**config.mk**
```make
export PLATFORM = sky130hd
export DESIGN_NAME = axil_demux
export DESIGN_NICKNAME = d
export VERILOG_FILES = /design/src/axil_demux_pkg.sv /design/src/axil_spill_reg.sv /design/src/axil_sel_fifo.sv /design/src/axil_write_router.sv /design/src/axil_read_router.sv /design/src/axil_demux.sv
export VERILOG_INCLUDE_DIRS = /design/src
export SDC_FILE = /design/constraint.sdc
export NUM_CORES = 1
export LEC_CHECK = 0
export BUFFER_PORTS_ARGS = -buffer_cell sky130_fd_sc_hd__buf_2
export CAP_MARGIN = 30
export CORE_AREA = 2 2 167 169
export CTS_BUF_LIST = sky130_fd_sc_hd__clkbuf_4 sky130_fd_sc_hd__clkbuf_8 sky130_fd_sc_hd__clkbuf_16
export DETAILED_ROUTE_END_ITERATION = 6
export DIE_AREA = 0 0 169 171
export PLACE_DENSITY = 0.66
export SYNTH_ARGS = -nofsm -noshare
export SYNTH_HDL_FRONTEND = slang
export SYNTH_HIERARCHICAL = 1
export SYNTH_SLANG_ARGS = --single-unit
```
**constraint.sdc**
```tcl
create_clock -name clk_i -period 6 [get_ports clk_i]
set_input_delay 0.3 -clock clk_i [delete_from_list [all_inputs] [get_ports clk_i]]
set_output_delay 0.3 -clock clk_i [all_outputs]
set_load 0.1 [all_outputs]
```
**src/axil_demux_params.svh**
```systemverilog
// AXI4-Lite demux parameters
// port count, order FIFO depth and bus widths shared by all blocks

`ifndef AXIL_DEMUX_PARAMS_SVH
`define AXIL_DEMUX_PARAMS_SVH

// manager side fan-out, must be a power of two
`define AXIL_NUM_PORTS 4

`define AXIL_MAX_TRANS 4 // depth of every order FIFO

`define AXIL_ADDR_W 32
`define AXIL_DATA_W 32

// select exactly covers the port count
`define AXIL_SEL_W ($clog2(`AXIL_NUM_PORTS))

`endif

```
**src/axil_demux_pkg.sv**
```systemverilog
// AXI4-Lite demux shared types
// vector typedefs for the bus fields and the AW lock state

`include "axil_demux_params.svh"

package axil_demux_pkg;

  // ------------------------------
  // bus field types
  // ------------------------------
  typedef logic [`AXIL_ADDR_W-1:0]   addr_t;
  typedef logic [`AXIL_DATA_W-1:0]   data_t;
  typedef logic [`AXIL_DATA_W/8-1:0] strb_t; // one bit per byte lane
  typedef logic [1:0]                resp_t; // OKAY, EXOKAY, SLVERR, DECERR

  // manager port index
  typedef logic [`AXIL_SEL_W-1:0] sel_t;

  // ------------------------------
  // AW lock FSM
  // ------------------------------
  // locked means the select is already in the W FIFO
  // and the port has not yet taken the request
  typedef enum logic {
    aw_idle,
    aw_locked
  } aw_state_e;

endpackage

```
**src/axil_spill_reg.sv**
```systemverilog
// Two-entry spill register
// cuts the combinational ready path between its two sides,
// ready_o only looks at the local fill state

`timescale 1ns/1ns

module axil_spill_reg
  import axil_demux_pkg::*;
#(
  parameter int unsigned WIDTH = $bits(addr_t) + $bits(sel_t) // address plus select
) (
  input  logic             clk_i,
  input  logic             rst_n_i,
  input  logic             valid_i,
  output logic             ready_o,
  input  logic [WIDTH-1:0] data_i,
  output logic             valid_o,
  input  logic             ready_i,
  output logic [WIDTH-1:0] data_o
);

  logic             a_full_q, b_full_q;
  logic [WIDTH-1:0] a_data_q, b_data_q;
  logic             a_fill, a_drain;
  logic             b_fill, b_drain;

  // main slot takes new input, spill slot catches a stalled main entry
  assign a_fill  = valid_i & ready_o;
  assign a_drain = a_full_q & ~b_full_q;
  assign b_fill  = a_drain & ~ready_i; // output stalled, park it
  assign b_drain = b_full_q & ready_i;

  always_ff @(posedge clk_i or negedge rst_n_i) begin
    if (!rst_n_i) begin
      a_full_q <= 1'b0;
      b_full_q <= 1'b0;
    end else begin
      if (a_fill || a_drain) a_full_q <= a_fill;
      if (b_fill || b_drain) b_full_q <= b_fill;
    end
  end

  always_ff @(posedge clk_i) begin
    if (a_fill) a_data_q <= data_i;
    if (b_fill) b_data_q <= a_data_q;
  end

  // spill slot is always the older entry
  assign valid_o = a_full_q | b_full_q;
  assign data_o  = b_full_q ? b_data_q : a_data_q;
  assign ready_o = ~a_full_q | ~b_full_q;

endmodule

```
**src/axil_sel_fifo.sv**
```systemverilog
// Port select FIFO
// circular buffer that keeps the order of issued transactions,
// push and pop may happen in the same cycle

`timescale 1ns/1ns
`include "axil_demux_params.svh"

module axil_sel_fifo
  import axil_demux_pkg::*;
#(
  parameter int unsigned DEPTH = `AXIL_MAX_TRANS
) (
  input  logic clk_i,
  input  logic rst_n_i,
  input  logic push_i,
  input  sel_t data_i,
  input  logic pop_i,
  output sel_t data_o,
  output logic full_o,
  output logic empty_o
);

  localparam int unsigned PTR_W = (DEPTH > 1) ? $clog2(DEPTH) : 1;

  logic [PTR_W-1:0] wr_ptr_q, rd_ptr_q;
  logic [PTR_W:0]   count_q;
  sel_t             mem_q [DEPTH];

  // wrap at DEPTH, not only at a power of two
  function automatic logic [PTR_W-1:0] next_ptr(input logic [PTR_W-1:0] ptr);
    if (ptr == PTR_W'(DEPTH - 1)) begin
      return '0;
    end
    return ptr + 1'b1;
  endfunction

  always_ff @(posedge clk_i or negedge rst_n_i) begin
    if (!rst_n_i) begin
      wr_ptr_q <= '0;
      rd_ptr_q <= '0;
      count_q  <= '0;
    end else begin
      if (push_i) wr_ptr_q <= next_ptr(wr_ptr_q);
      if (pop_i)  rd_ptr_q <= next_ptr(rd_ptr_q);
      case ({push_i, pop_i})
        2'b10:   count_q <= count_q + 1'b1;
        2'b01:   count_q <= count_q - 1'b1;
        default: count_q <= count_q; // both or none
      endcase
    end
  end

  // storage
  always_ff @(posedge clk_i) begin
    if (push_i) mem_q[wr_ptr_q] <= data_i;
  end

  assign data_o  = mem_q[rd_ptr_q];
  assign full_o  = (count_q == (PTR_W + 1)'(DEPTH));
  assign empty_o = (count_q == '0);

endmodule

```
**src/axil_write_router.sv**
```systemverilog
// AXI4-Lite write router
// steers AW to its selected port, then keeps W and B in issue
// order with a W select FIFO followed by a B select FIFO

`timescale 1ns/1ns
`include "axil_demux_params.svh"

module axil_write_router
  import axil_demux_pkg::*;
(
  input  logic                             clk_i,
  input  logic                             rst_n_i,
  // AW from the spill register
  input  logic                             aw_valid_i,
  output logic                             aw_ready_o,
  input  sel_t                             aw_sel_i,
  output logic  [`AXIL_NUM_PORTS-1:0]      m_aw_valid_o,
  input  logic  [`AXIL_NUM_PORTS-1:0]      m_aw_ready_i,
  // W
  input  logic                             s_w_valid_i,
  output logic                             s_w_ready_o,
  output logic  [`AXIL_NUM_PORTS-1:0]      m_w_valid_o,
  input  logic  [`AXIL_NUM_PORTS-1:0]      m_w_ready_i,
  // B
  output logic                             s_b_valid_o,
  input  logic                             s_b_ready_i,
  output resp_t                            s_b_resp_o,
  input  logic  [`AXIL_NUM_PORTS-1:0]      m_b_valid_i,
  output logic  [`AXIL_NUM_PORTS-1:0]      m_b_ready_o,
  input  resp_t [`AXIL_NUM_PORTS-1:0]      m_b_resp_i
);

  aw_state_e aw_state_q, aw_state_d;

  logic w_fifo_push, w_fifo_pop;
  logic w_fifo_full, w_fifo_empty;
  logic b_fifo_pop;
  logic b_fifo_full, b_fifo_empty;
  logic w_go;
  sel_t w_sel, b_sel;

  // ------------------------------
  // AW lock
  // ------------------------------
  always_comb begin
    aw_state_d   = aw_state_q;
    aw_ready_o   = 1'b0;
    m_aw_valid_o = '0;
    w_fifo_push  = 1'b0;
    case (aw_state_q)
      aw_idle: begin
        // only show the request when its select fits in the W FIFO
        if (aw_valid_i && !w_fifo_full) begin
          w_fifo_push            = 1'b1;
          m_aw_valid_o[aw_sel_i] = 1'b1;
          if (m_aw_ready_i[aw_sel_i]) begin
            aw_ready_o = 1'b1;
          end else begin
            aw_state_d = aw_locked; // port stalls, select already pushed
          end
        end
      end
      aw_locked: begin
        m_aw_valid_o[aw_sel_i] = 1'b1;
        if (m_aw_ready_i[aw_sel_i]) begin
          aw_ready_o = 1'b1;
          aw_state_d = aw_idle;
        end
      end
      default: aw_state_d = aw_idle;
    endcase
  end

  always_ff @(posedge clk_i or negedge rst_n_i) begin
    if (!rst_n_i) begin
      aw_state_q <= aw_idle;
    end else begin
      aw_state_q <= aw_state_d;
    end
  end

  axil_sel_fifo #(
    .DEPTH   (`AXIL_MAX_TRANS)
  ) w_fifo (
    .clk_i   (clk_i),
    .rst_n_i (rst_n_i),
    .push_i  (w_fifo_push),
    .data_i  (aw_sel_i),
    .pop_i   (w_fifo_pop),
    .data_o  (w_sel),
    .full_o  (w_fifo_full),
    .empty_o (w_fifo_empty)
  );

  // ------------------------------
  // W steering
  // ------------------------------
  // W waits for its select and for room to record the B order
  assign w_go        = ~w_fifo_empty & ~b_fifo_full;
  assign s_w_ready_o = w_go & m_w_ready_i[w_sel];
  assign w_fifo_pop  = s_w_valid_i & s_w_ready_o; // also the B FIFO push

  for (genvar i = 0; i < `AXIL_NUM_PORTS; i++) begin : gen_w_valid
    assign m_w_valid_o[i] = w_go & s_w_valid_i & (w_sel == sel_t'(i));
  end

  axil_sel_fifo #(
    .DEPTH   (`AXIL_MAX_TRANS)
  ) b_fifo (
    .clk_i   (clk_i),
    .rst_n_i (rst_n_i),
    .push_i  (w_fifo_pop),
    .data_i  (w_sel),
    .pop_i   (b_fifo_pop),
    .data_o  (b_sel),
    .full_o  (b_fifo_full),
    .empty_o (b_fifo_empty)
  );

  // ------------------------------
  // B steering
  // ------------------------------
  assign s_b_valid_o = ~b_fifo_empty & m_b_valid_i[b_sel];
  assign s_b_resp_o  = m_b_resp_i[b_sel];
  assign b_fifo_pop  = s_b_valid_o & s_b_ready_i;

  for (genvar i = 0; i < `AXIL_NUM_PORTS; i++) begin : gen_b_ready
    assign m_b_ready_o[i] = ~b_fifo_empty & s_b_ready_i & (b_sel == sel_t'(i));
  end

endmodule

```
**src/axil_read_router.sv**
```systemverilog
// AXI4-Lite read router
// steers AR to its selected port and returns R from the ports
// in issue order through one select FIFO

`timescale 1ns/1ns
`include "axil_demux_params.svh"

module axil_read_router
  import axil_demux_pkg::*;
(
  input  logic                        clk_i,
  input  logic                        rst_n_i,
  // AR from the spill register
  input  logic                        ar_valid_i,
  output logic                        ar_ready_o,
  input  sel_t                        ar_sel_i,
  output logic  [`AXIL_NUM_PORTS-1:0] m_ar_valid_o,
  input  logic  [`AXIL_NUM_PORTS-1:0] m_ar_ready_i,
  // R
  output logic                        s_r_valid_o,
  input  logic                        s_r_ready_i,
  output data_t                       s_r_data_o,
  output resp_t                       s_r_resp_o,
  input  logic  [`AXIL_NUM_PORTS-1:0] m_r_valid_i,
  output logic  [`AXIL_NUM_PORTS-1:0] m_r_ready_o,
  input  data_t [`AXIL_NUM_PORTS-1:0] m_r_data_i,
  input  resp_t [`AXIL_NUM_PORTS-1:0] m_r_resp_i
);

  logic r_fifo_push, r_fifo_pop;
  logic r_fifo_full, r_fifo_empty;
  sel_t r_sel;

  // ------------------------------
  // AR steering
  // ------------------------------
  // a full FIFO keeps the request hidden from every port
  assign ar_ready_o  = ~r_fifo_full & m_ar_ready_i[ar_sel_i];
  assign r_fifo_push = ar_valid_i & ar_ready_o;

  for (genvar i = 0; i < `AXIL_NUM_PORTS; i++) begin : gen_ar_valid
    assign m_ar_valid_o[i] = ~r_fifo_full & ar_valid_i & (ar_sel_i == sel_t'(i));
  end

  axil_sel_fifo #(
    .DEPTH   (`AXIL_MAX_TRANS)
  ) r_fifo (
    .clk_i   (clk_i),
    .rst_n_i (rst_n_i),
    .push_i  (r_fifo_push),
    .data_i  (ar_sel_i),
    .pop_i   (r_fifo_pop),
    .data_o  (r_sel),
    .full_o  (r_fifo_full),
    .empty_o (r_fifo_empty)
  );

  // ------------------------------
  // R steering
  // ------------------------------
  assign s_r_valid_o = ~r_fifo_empty & m_r_valid_i[r_sel]; // head port only
  assign s_r_data_o  = m_r_data_i[r_sel];
  assign s_r_resp_o  = m_r_resp_i[r_sel];
  assign r_fifo_pop  = s_r_valid_o & s_r_ready_i;

  for (genvar i = 0; i < `AXIL_NUM_PORTS; i++) begin : gen_r_ready
    assign m_r_ready_o[i] = ~r_fifo_empty & s_r_ready_i & (r_sel == sel_t'(i));
  end

endmodule

```
**src/axil_demux.sv**
```systemverilog
// AXI4-Lite demultiplexer
// one subordinate-side port fanned out to NUM_PORTS manager ports,
// AW and AR go through spill registers before the routers

`timescale 1ns/1ns
`include "axil_demux_params.svh"

module axil_demux
  import axil_demux_pkg::*;
(
  input  logic                        clk_i,
  input  logic                        rst_n_i,
  // subordinate side
  input  logic                        s_aw_valid_i,
  output logic                        s_aw_ready_o,
  input  addr_t                       s_aw_addr_i,
  input  sel_t                        s_aw_sel_i,
  input  logic                        s_w_valid_i,
  output logic                        s_w_ready_o,
  input  data_t                       s_w_data_i,
  input  strb_t                       s_w_strb_i,
  output logic                        s_b_valid_o,
  input  logic                        s_b_ready_i,
  output resp_t                       s_b_resp_o,
  input  logic                        s_ar_valid_i,
  output logic                        s_ar_ready_o,
  input  addr_t                       s_ar_addr_i,
  input  sel_t                        s_ar_sel_i,
  output logic                        s_r_valid_o,
  input  logic                        s_r_ready_i,
  output data_t                       s_r_data_o,
  output resp_t                       s_r_resp_o,
  // manager side
  output logic  [`AXIL_NUM_PORTS-1:0] m_aw_valid_o,
  input  logic  [`AXIL_NUM_PORTS-1:0] m_aw_ready_i,
  output addr_t                       m_aw_addr_o,
  output logic  [`AXIL_NUM_PORTS-1:0] m_w_valid_o,
  input  logic  [`AXIL_NUM_PORTS-1:0] m_w_ready_i,
  output data_t                       m_w_data_o,
  output strb_t                       m_w_strb_o,
  input  logic  [`AXIL_NUM_PORTS-1:0] m_b_valid_i,
  output logic  [`AXIL_NUM_PORTS-1:0] m_b_ready_o,
  input  resp_t [`AXIL_NUM_PORTS-1:0] m_b_resp_i,
  output logic  [`AXIL_NUM_PORTS-1:0] m_ar_valid_o,
  input  logic  [`AXIL_NUM_PORTS-1:0] m_ar_ready_i,
  output addr_t                       m_ar_addr_o,
  input  logic  [`AXIL_NUM_PORTS-1:0] m_r_valid_i,
  output logic  [`AXIL_NUM_PORTS-1:0] m_r_ready_o,
  input  data_t [`AXIL_NUM_PORTS-1:0] m_r_data_i,
  input  resp_t [`AXIL_NUM_PORTS-1:0] m_r_resp_i
);

  localparam int unsigned REQ_W = $bits(addr_t) + $bits(sel_t);

  logic             aw_valid, aw_ready;
  logic             ar_valid, ar_ready;
  logic [REQ_W-1:0] aw_req, ar_req; // {addr, sel}
  sel_t             aw_sel, ar_sel;

  // ------------------------------
  // request spill registers
  // ------------------------------
  axil_spill_reg #(.WIDTH(REQ_W)) aw_spill (
    .clk_i   (clk_i),
    .rst_n_i (rst_n_i),
    .valid_i (s_aw_valid_i),
    .ready_o (s_aw_ready_o),
    .data_i  ({s_aw_addr_i, s_aw_sel_i}),
    .valid_o (aw_valid),
    .ready_i (aw_ready),
    .data_o  (aw_req)
  );

  axil_spill_reg #(.WIDTH(REQ_W)) ar_spill (
    .clk_i   (clk_i),
    .rst_n_i (rst_n_i),
    .valid_i (s_ar_valid_i),
    .ready_o (s_ar_ready_o),
    .data_i  ({s_ar_addr_i, s_ar_sel_i}),
    .valid_o (ar_valid),
    .ready_i (ar_ready),
    .data_o  (ar_req)
  );

  // payloads go to every port, the valids pick one
  assign {m_aw_addr_o, aw_sel} = aw_req;
  assign {m_ar_addr_o, ar_sel} = ar_req;
  assign m_w_data_o            = s_w_data_i;
  assign m_w_strb_o            = s_w_strb_i;

  // ------------------------------
  // routers
  // ------------------------------
  axil_write_router write_router (
    .clk_i        (clk_i),
    .rst_n_i      (rst_n_i),
    .aw_valid_i   (aw_valid),
    .aw_ready_o   (aw_ready),
    .aw_sel_i     (aw_sel),
    .m_aw_valid_o (m_aw_valid_o),
    .m_aw_ready_i (m_aw_ready_i),
    .s_w_valid_i  (s_w_valid_i),
    .s_w_ready_o  (s_w_ready_o),
    .m_w_valid_o  (m_w_valid_o),
    .m_w_ready_i  (m_w_ready_i),
    .s_b_valid_o  (s_b_valid_o),
    .s_b_ready_i  (s_b_ready_i),
    .s_b_resp_o   (s_b_resp_o),
    .m_b_valid_i  (m_b_valid_i),
    .m_b_ready_o  (m_b_ready_o),
    .m_b_resp_i   (m_b_resp_i)
  );

  axil_read_router read_router (
    .clk_i        (clk_i),
    .rst_n_i      (rst_n_i),
    .ar_valid_i   (ar_valid),
    .ar_ready_o   (ar_ready),
    .ar_sel_i     (ar_sel),
    .m_ar_valid_o (m_ar_valid_o),
    .m_ar_ready_i (m_ar_ready_i),
    .s_r_valid_o  (s_r_valid_o),
    .s_r_ready_i  (s_r_ready_i),
    .s_r_data_o   (s_r_data_o),
    .s_r_resp_o   (s_r_resp_o),
    .m_r_valid_i  (m_r_valid_i),
    .m_r_ready_o  (m_r_ready_o),
    .m_r_data_i   (m_r_data_i),
    .m_r_resp_i   (m_r_resp_i)
  );

endmodule

```
# ---- After elaboration in Yosys (flattened, before gate mapping)
# Memory sizes are Yosys's and may differ from the RTL's.
# Cells that the tools add are included.
dict set report op_classes {
  n_addsub 12
  bitwise 53
  mux 63
  magnitude_cmp 6
  n_eq_ne 27
  reduce_logical 17
}
# op n
set op_table {}
lappend op_table {{2-to-1 mux 34 bit} 2}
lappend op_table {{binary-select mux 32 bit (select 2 bit)} 1}
lappend op_table {{bitwise AND 1 bit} 37}
lappend op_table {{== test 2 bit (second input constant)} 17}
lappend op_table {{2-to-1 mux 32 bit} 1}
lappend op_table {{2-to-1 mux 1 bit} 30}
lappend op_table {{2-to-1 mux 2 bit} 14}
lappend op_table {{case mux 3 bit (2 select lines)} 3}
lappend op_table {{less-than comparator 2 x 3 -> 1 bit (second input constant)} 5}
lappend op_table {{== test 2 x 1 -> 1 bit (second input constant)} 7}
lappend op_table {{adder 2 x 1 -> 2 bit (second input constant)} 6}
lappend op_table {{inverter 1 bit} 12}
lappend op_table {{binary-select mux 1 bit (select 2 bit)} 5}
lappend op_table {{adder 3 x 1 -> 3 bit (second input constant)} 3}
lappend op_table {{== test 3 bit (second input constant)} 3}
lappend op_table {{logical NOT 3 bit} 3}
lappend op_table {{subtractor 3 x 1 -> 3 bit (second input constant)} 3}
lappend op_table {{binary-select mux 2 bit (select 2 bit)} 2}
lappend op_table {{logical NOT 2 bit} 4}
lappend op_table {{case mux 4 bit (2 select lines)} 1}
lappend op_table {{nonzero test 2 bit} 3}
lappend op_table {{logical OR 1 bit} 4}
lappend op_table {{2-to-1 mux 4 bit} 1}
lappend op_table {{OR 1 bit} 4}
lappend op_table {{5 further kinds} 7}
dict set report totals {
  memories 3
  wordCells 199
  out_inout_bits 161
  in_bits 275
  ram_bits 24
  register_bits 162
}
# name depth word_bits rd rd_ports_with_merged_regs wr line_no
set mem_list {}
lappend mem_list {read_router.r_fifo.mem_q 4 2 1 0 1 axil_sel_fifo.sv:27} ;# sel_t mem_q [DEPTH];
lappend mem_list {write_router.b_fifo.mem_q 4 2 1 0 1 axil_sel_fifo.sv:27}
lappend mem_list {write_router.w_fifo.mem_q 4 2 1 0 1 axil_sel_fifo.sv:27}

# ---- Logic depth before layout (Yosys ltp)
dict set report depth {
  depth_word 9
  mapped_depth 11
  mapped_depth_nobuf 11
}

# ---- Hierarchy
# Netlist, hierarchy kept.
# mod seq_area_each_um2 cells_each instances area_per_inst_um2
set modules_own_cells {}
lappend modules_own_cells {axil_spill_reg 2092.0 114 2 2562.5}
lappend modules_own_cells {{axil_sel_fifo (write_router.b_fifo ...)} 415.4 48 2 705.7}
lappend modules_own_cells {axil_read_router 0.0 56 1 997.2}
lappend modules_own_cells {{axil_sel_fifo (read_router.r_fifo)} 415.4 48 1 713.2}
lappend modules_own_cells {axil_write_router 25.0 32 1 330.3}
lappend modules_own_cells {axil_demux 0.0 36 1 270.3}

# ---- Worst setup path before layout
# No wires, ideal clock.
dict set report synth_path {
  kind {flip-flop to output port}
  start {reg read_router.r_fifo.rd_ptr_q[0]}
  end {out m_r_ready_o[0]}
  slack_ns 1.196
  t_required_ns 5.700
  arrival_ns 4.504
  n_path_buf 2
  path_stages_with_launch 5
  path_cell_list {dfrtp_1 mux4_1 buf_2 buf_2 nor4b_1}
}
dict set report synth_between {
  elab_chain_cells 3
}
# item line_no
set synth_lines {}
lappend synth_lines {{from (decl)} axil_sel_fifo.sv:25} ;# logic [PTR_W-1:0] wr_ptr_q, rd_ptr_q;
lappend synth_lines {{from (signal assigned)} axil_sel_fifo.sv:44} ;# if (pop_i) rd_ptr_q <= next_ptr(rd_ptr_q);
lappend synth_lines {{memory (4 x 2 bit)} n/a}
lappend synth_lines {{via read_router.r_sel[1]} axil_read_router.sv:32} ;# sel_t r_sel;
lappend synth_lines {{logical NOT 2 bit} axil_read_router.sv:67} ;# assign m_r_ready_o[i] = ~r_fifo_empty & s_r_ready_i & (r_sel == sel_t'(i));
lappend synth_lines {{bitwise AND 1 bit} axil_read_router.sv:67}
lappend synth_lines {{to (decl)} axil_demux.sv:48} ;# output logic [`AXIL_NUM_PORTS-1:0] m_r_ready_o,
# The timed path passes the listed nets, and every way through them passes these cells.

# ---- Worst setup path in the final report
dict set report layout_path {
  start {reg aw_spill.b_full_q}
  end {out m_aw_valid_o[1]}
}
dict set report layout_between {
  word_cells_on_any_way 10
  cone_classes {2 x order compare; 5 x mux; 1 x bitwise; 2 x reduce/logical}
}
# item line_no
set layout_rtl {}
lappend layout_rtl {{from (decl)} axil_spill_reg.sv:22} ;# logic a_full_q, b_full_q;
lappend layout_rtl {{from (signal assigned)} axil_spill_reg.sv:39} ;# if (b_fill || b_drain) b_full_q <= b_fill;
lappend layout_rtl {{OR 1 bit} axil_spill_reg.sv:49} ;# assign valid_o = a_full_q | b_full_q;
lappend layout_rtl {{via aw_valid} axil_demux.sv:55} ;# logic aw_valid, aw_ready;
lappend layout_rtl {{logical AND 1 bit} axil_write_router.sv:53} ;# if (aw_valid_i && !w_fifo_full) begin
lappend layout_rtl {{2-to-1 mux 4 bit} axil_write_router.sv:53}
lappend layout_rtl {{case mux 4 bit (2 select lines)} axil_write_router.sv:50} ;# case (aw_state_q)
lappend layout_rtl {{to (decl)} axil_demux.sv:34} ;# output logic [`AXIL_NUM_PORTS-1:0] m_aw_valid_o,
# The timed path passes the listed nets, and every way through them passes these cells.

==> flow_summary_export.csv <==
group,metric,value,unit
floorplan,dieArea,0.0289,mm²
cts,clock_sinks,186,
floorplan,placeable_core_region,0.0273,mm²
cts,cts_resized,0,
synthesis,main_combinational_cell_family_by_area_after_synthesis,"multiplexers",
sta,grt_setup_unrepaired,"no",
cts,clock-root-buffer,"sky130_fd_sc_hd__clkbuf_16",
cells_and_area,utilization,0.416,
sta,slew_violations,0,
sta,max-slew-margin-rel,0.445,
placement,place_hpwl,19.2,mm
worst_setup_path,worst-path-max-fanout,21,
synthesis,postSynthRegisterBits,186,
synthesis,synthXorXnorAreaFrac,0.00891,
cells_and_area,syn2layout_area_growth,28.6,%
cells_and_area,design_area,0.0114,mm²
route,routed_wl,24.1,mm
global_route,groute.layer.met3.usage,0.0618,
flow_run,cap_violations,0,
worst_setup_path,critical_path_required,5.70,ns
global_route,global_route.usage.met2,0.262,
synthesis,dominantRegCellSynth,"sky130_fd_sc_hd__edfxtp_1",
cells_and_area,layout.cells.most_common,"sky130_fd_sc_hd__buf_2",
synthesis,proportion_of_register_bits_with_asynchronous_set_or_reset_after_synthesis,0.140,
cts,cts_hold_repair.buffers,1,
cts,cts_max_path_buffers,2,
synthesis,synth.cell_area,0.00885,mm²
cts,clk-insertion-delay-late,0.44,ns
global_route,grt_max_degree,41,
synthesis,post_synth_and_or_nand_nor_area_fraction,0.0496,
sta,hold_violations,0,
route,drt-vias-per-instance,4.78,
sta,setup_failing_eps_final,0,
synthesis,yosysWarnings,6,
synthesis,synth-compound-area-share,0.0139,
hold_path,hold_path.class,"input pin to flop",
synthesis,synthesis.nets,792,
cts,clock_input_transition_at_the_sequential_cells_of_the_worst_setup_and_hold_paths,0.07,ns
route,postRouteAntennaNets,0,
floorplan,num_rows,61,
placement,io_buffer_count,363,
sta,achievable-frequency,306,MHz
global_route,grt_antenna_before_repair,3,
synthesis,yosys.area.top_type_share,0.543,
placement,place_area,0.0108,mm²
hold_path,hold_path_depth,1,
floorplan,num_io_pins,436,
global_route,grt_pass1_vias,5726,
synthesis,synth_mux_area_frac,0.219,
cts,cts_setup_buffers,0,
sta,clock-skew-final,0.0113,ns
global_route,globalRoute.totalOverflow,0,
synthesis,syn_avg_cell_area,17.8,µm²
sta,timing.final.ws_setup,2.73,ns
worst_setup_path,worst-setup-path-type,"flop to output port",
route,route.vias.total,5712,
cells_and_area,final_layout_size_suffix_gt1_frac,0.642,
floorplan,die_w,169,µm
cells_and_area,final_net_count,1132,
synthesis,synth_top_cells_by_area,"sky130_fd_sc_hd__edfxtp_1 54%, sky130_fd_sc_hd__mux4_2 11%, sky130_fd_sc_hd__mux2_2 9.4%, sky130_fd_sc_hd__dfrtp_1 7.4%, sky130_fd_sc_hd__buf_4 3.1%",
cells_and_area,highest_count_cells_in_the_layout_ignoring_fill_and_taps,"363 x sky130_fd_sc_hd__buf_2, 160 x sky130_fd_sc_hd__edfxtp_1, 74 x sky130_fd_sc_hd__mux2_2",
route,drtIter0Drc,315,
global_route,gr-usage-met1,0.184,
worst_setup_path,worst-endpoint-arrival,2.97,ns
synthesis,synth-edff-count,160,
placement,worst_slack_after_detailed_placement,2.81,ns
route,drcViolationCount,0,
synthesis,yosysSeqAreaShare,0.617,
floorplan,fp.dieH,171,µm
placement,gp_congestion,0.733,
cts,tritoncts.num_buffers,17,
global_route,global_route.peak_usage_layer,"met2",
sta,final.min_clock_period,3.27,ns
synthesis,synth_top_cell_by_area,"sky130_fd_sc_hd__edfxtp_1",
cts,cts_max_level,4,
route,routedWlPerCell,20.1,µm
worst_setup_path,worst_setup_path_start_kind,"flop",
synthesis,post_syn_instances,496,
sta,tns,0,ns
global_route,track_usage,0.161,
route,detailedRoute.firstPassIterationCount,4,
sta,worstMarginPinSlew,0.832,ns
global_route,first_pass_grt_wire_length,33.7,mm
cts,cts_tree,"done",
worst_setup_path,cp-end-kind,"output port",
synthesis,yosys.area_share.adder,0.0322,
floorplan,initial_core_util,0.324,
outcome,outcome,"finished clean",
synthesis,synth.distinct_cells,41,
sta,timing.final.crit_share,0.545,
worst_setup_path,worst-r2r-cell-count,10,
==> cells by family after synthesis <==
family                     after synthesis
DFF                                    186
muxes                                  124
buffers and inverters                   74
and+or+nand+nor                         64
adders and majority gates               21
AOI/OAI and AO/OA                       18
xor gates and xnor gates                 9
==> registers in the layout (all words and copies together), names as in the netlist, 8 cells and up <==
signal	flops
aw_spill/b_data_q	34
write_router/w_fifo/mem_q	8
ar_spill/a_data_q	34
read_router/r_fifo/mem_q	8
aw_spill/a_data_q	34
write_router/b_fifo/mem_q	8
ar_spill/b_data_q	34
==> cells in the mapped netlist, drive strengths merged (4+ instances only) <==
cell type / count
nand2: 5
ha: 18
nor4bb: 5
inv: 21
and3: 4
buf: 52
dfrtp: 26
nor2: 8
edfxtp: 160
mux4: 47
mux2: 74
a211oi: 4
o21ai: 6
xor2: 6
nor3: 4
nor3b: 4
and2: 13
==> per-layer routing <==
| layer | part of all wire | wire length, µm | up-vias |
|---|---|---|---|
| li1 | - | - | 2585 |
| met1 | 0.38 | 9120 | 2725 |
| met2 | 0.48 | 11500 | 360 |
| met3 | 0.10 | 2510 | 40 |
| met4 | 0.039 | 929 | 2 |
| met5 | 0.00046 | 11 | - |
==> worst max-delay path, stage by stage, from the launching register on <==
cell and delay [ns]:
sky130_fd_sc_hd__dfrtp_1 0.89, sky130_fd_sc_hd__buf_4 0.41, sky130_fd_sc_hd__or2_2 0.16, sky130_fd_sc_hd__nand2b_1 0.13, sky130_fd_sc_hd__a211oi_1 0.43, sky130_fd_sc_hd__buf_2 0.51
==> area by class of cell <==
type	count	area (µm²)
diodes	2	5.00
clock buffers	19	440
clock inverters	11	123
fillers	2528	15900
inverters	21	78.8
multi-input cells	236	2900
flip-flops and latches	186	5460
well taps	346	433
repair buffers	374	1950
==> worst paths after layout <==
| kind | endpoint | slack [ns] | start |
|---|---|---|---|
| max in group asynchronous | read_router/r_fifo/wr_ptr_q[1] | 5.12 | rst_n_i |
| min | aw_spill/a_data_q[1] | 0.03 | s_aw_sel_i[1] |
| min reg2reg | ar_spill/b_data_q[24] | 0.44 | ar_spill/a_data_q[24] |
| max reg2reg | read_router/r_fifo/count_q[2] | 2.86 | read_router/r_fifo/rd_ptr_q[0] |
| min in group asynchronous | write_router/w_fifo/rd_ptr_q[1] | 0.44 | rst_n_i |
| max | m_aw_valid_o[1] | 2.73 | aw_spill/b_full_q |
==> through the flow <==
stage | hold slack, ns | std cells
2_1_floorplan | 0.00441 | 496
3_3_place_gp | 0.400 | 1158
3_5_place_dp | 0.398 | 1162
4_1_cts | 0.0127 | 1193
5_1_grt | 0.0166 | 1194
6_report | 0.0338 | 1195
Power is not shown: default switching activity piles up to over one toggle a cycle in this logic, so the estimate is an artifact.
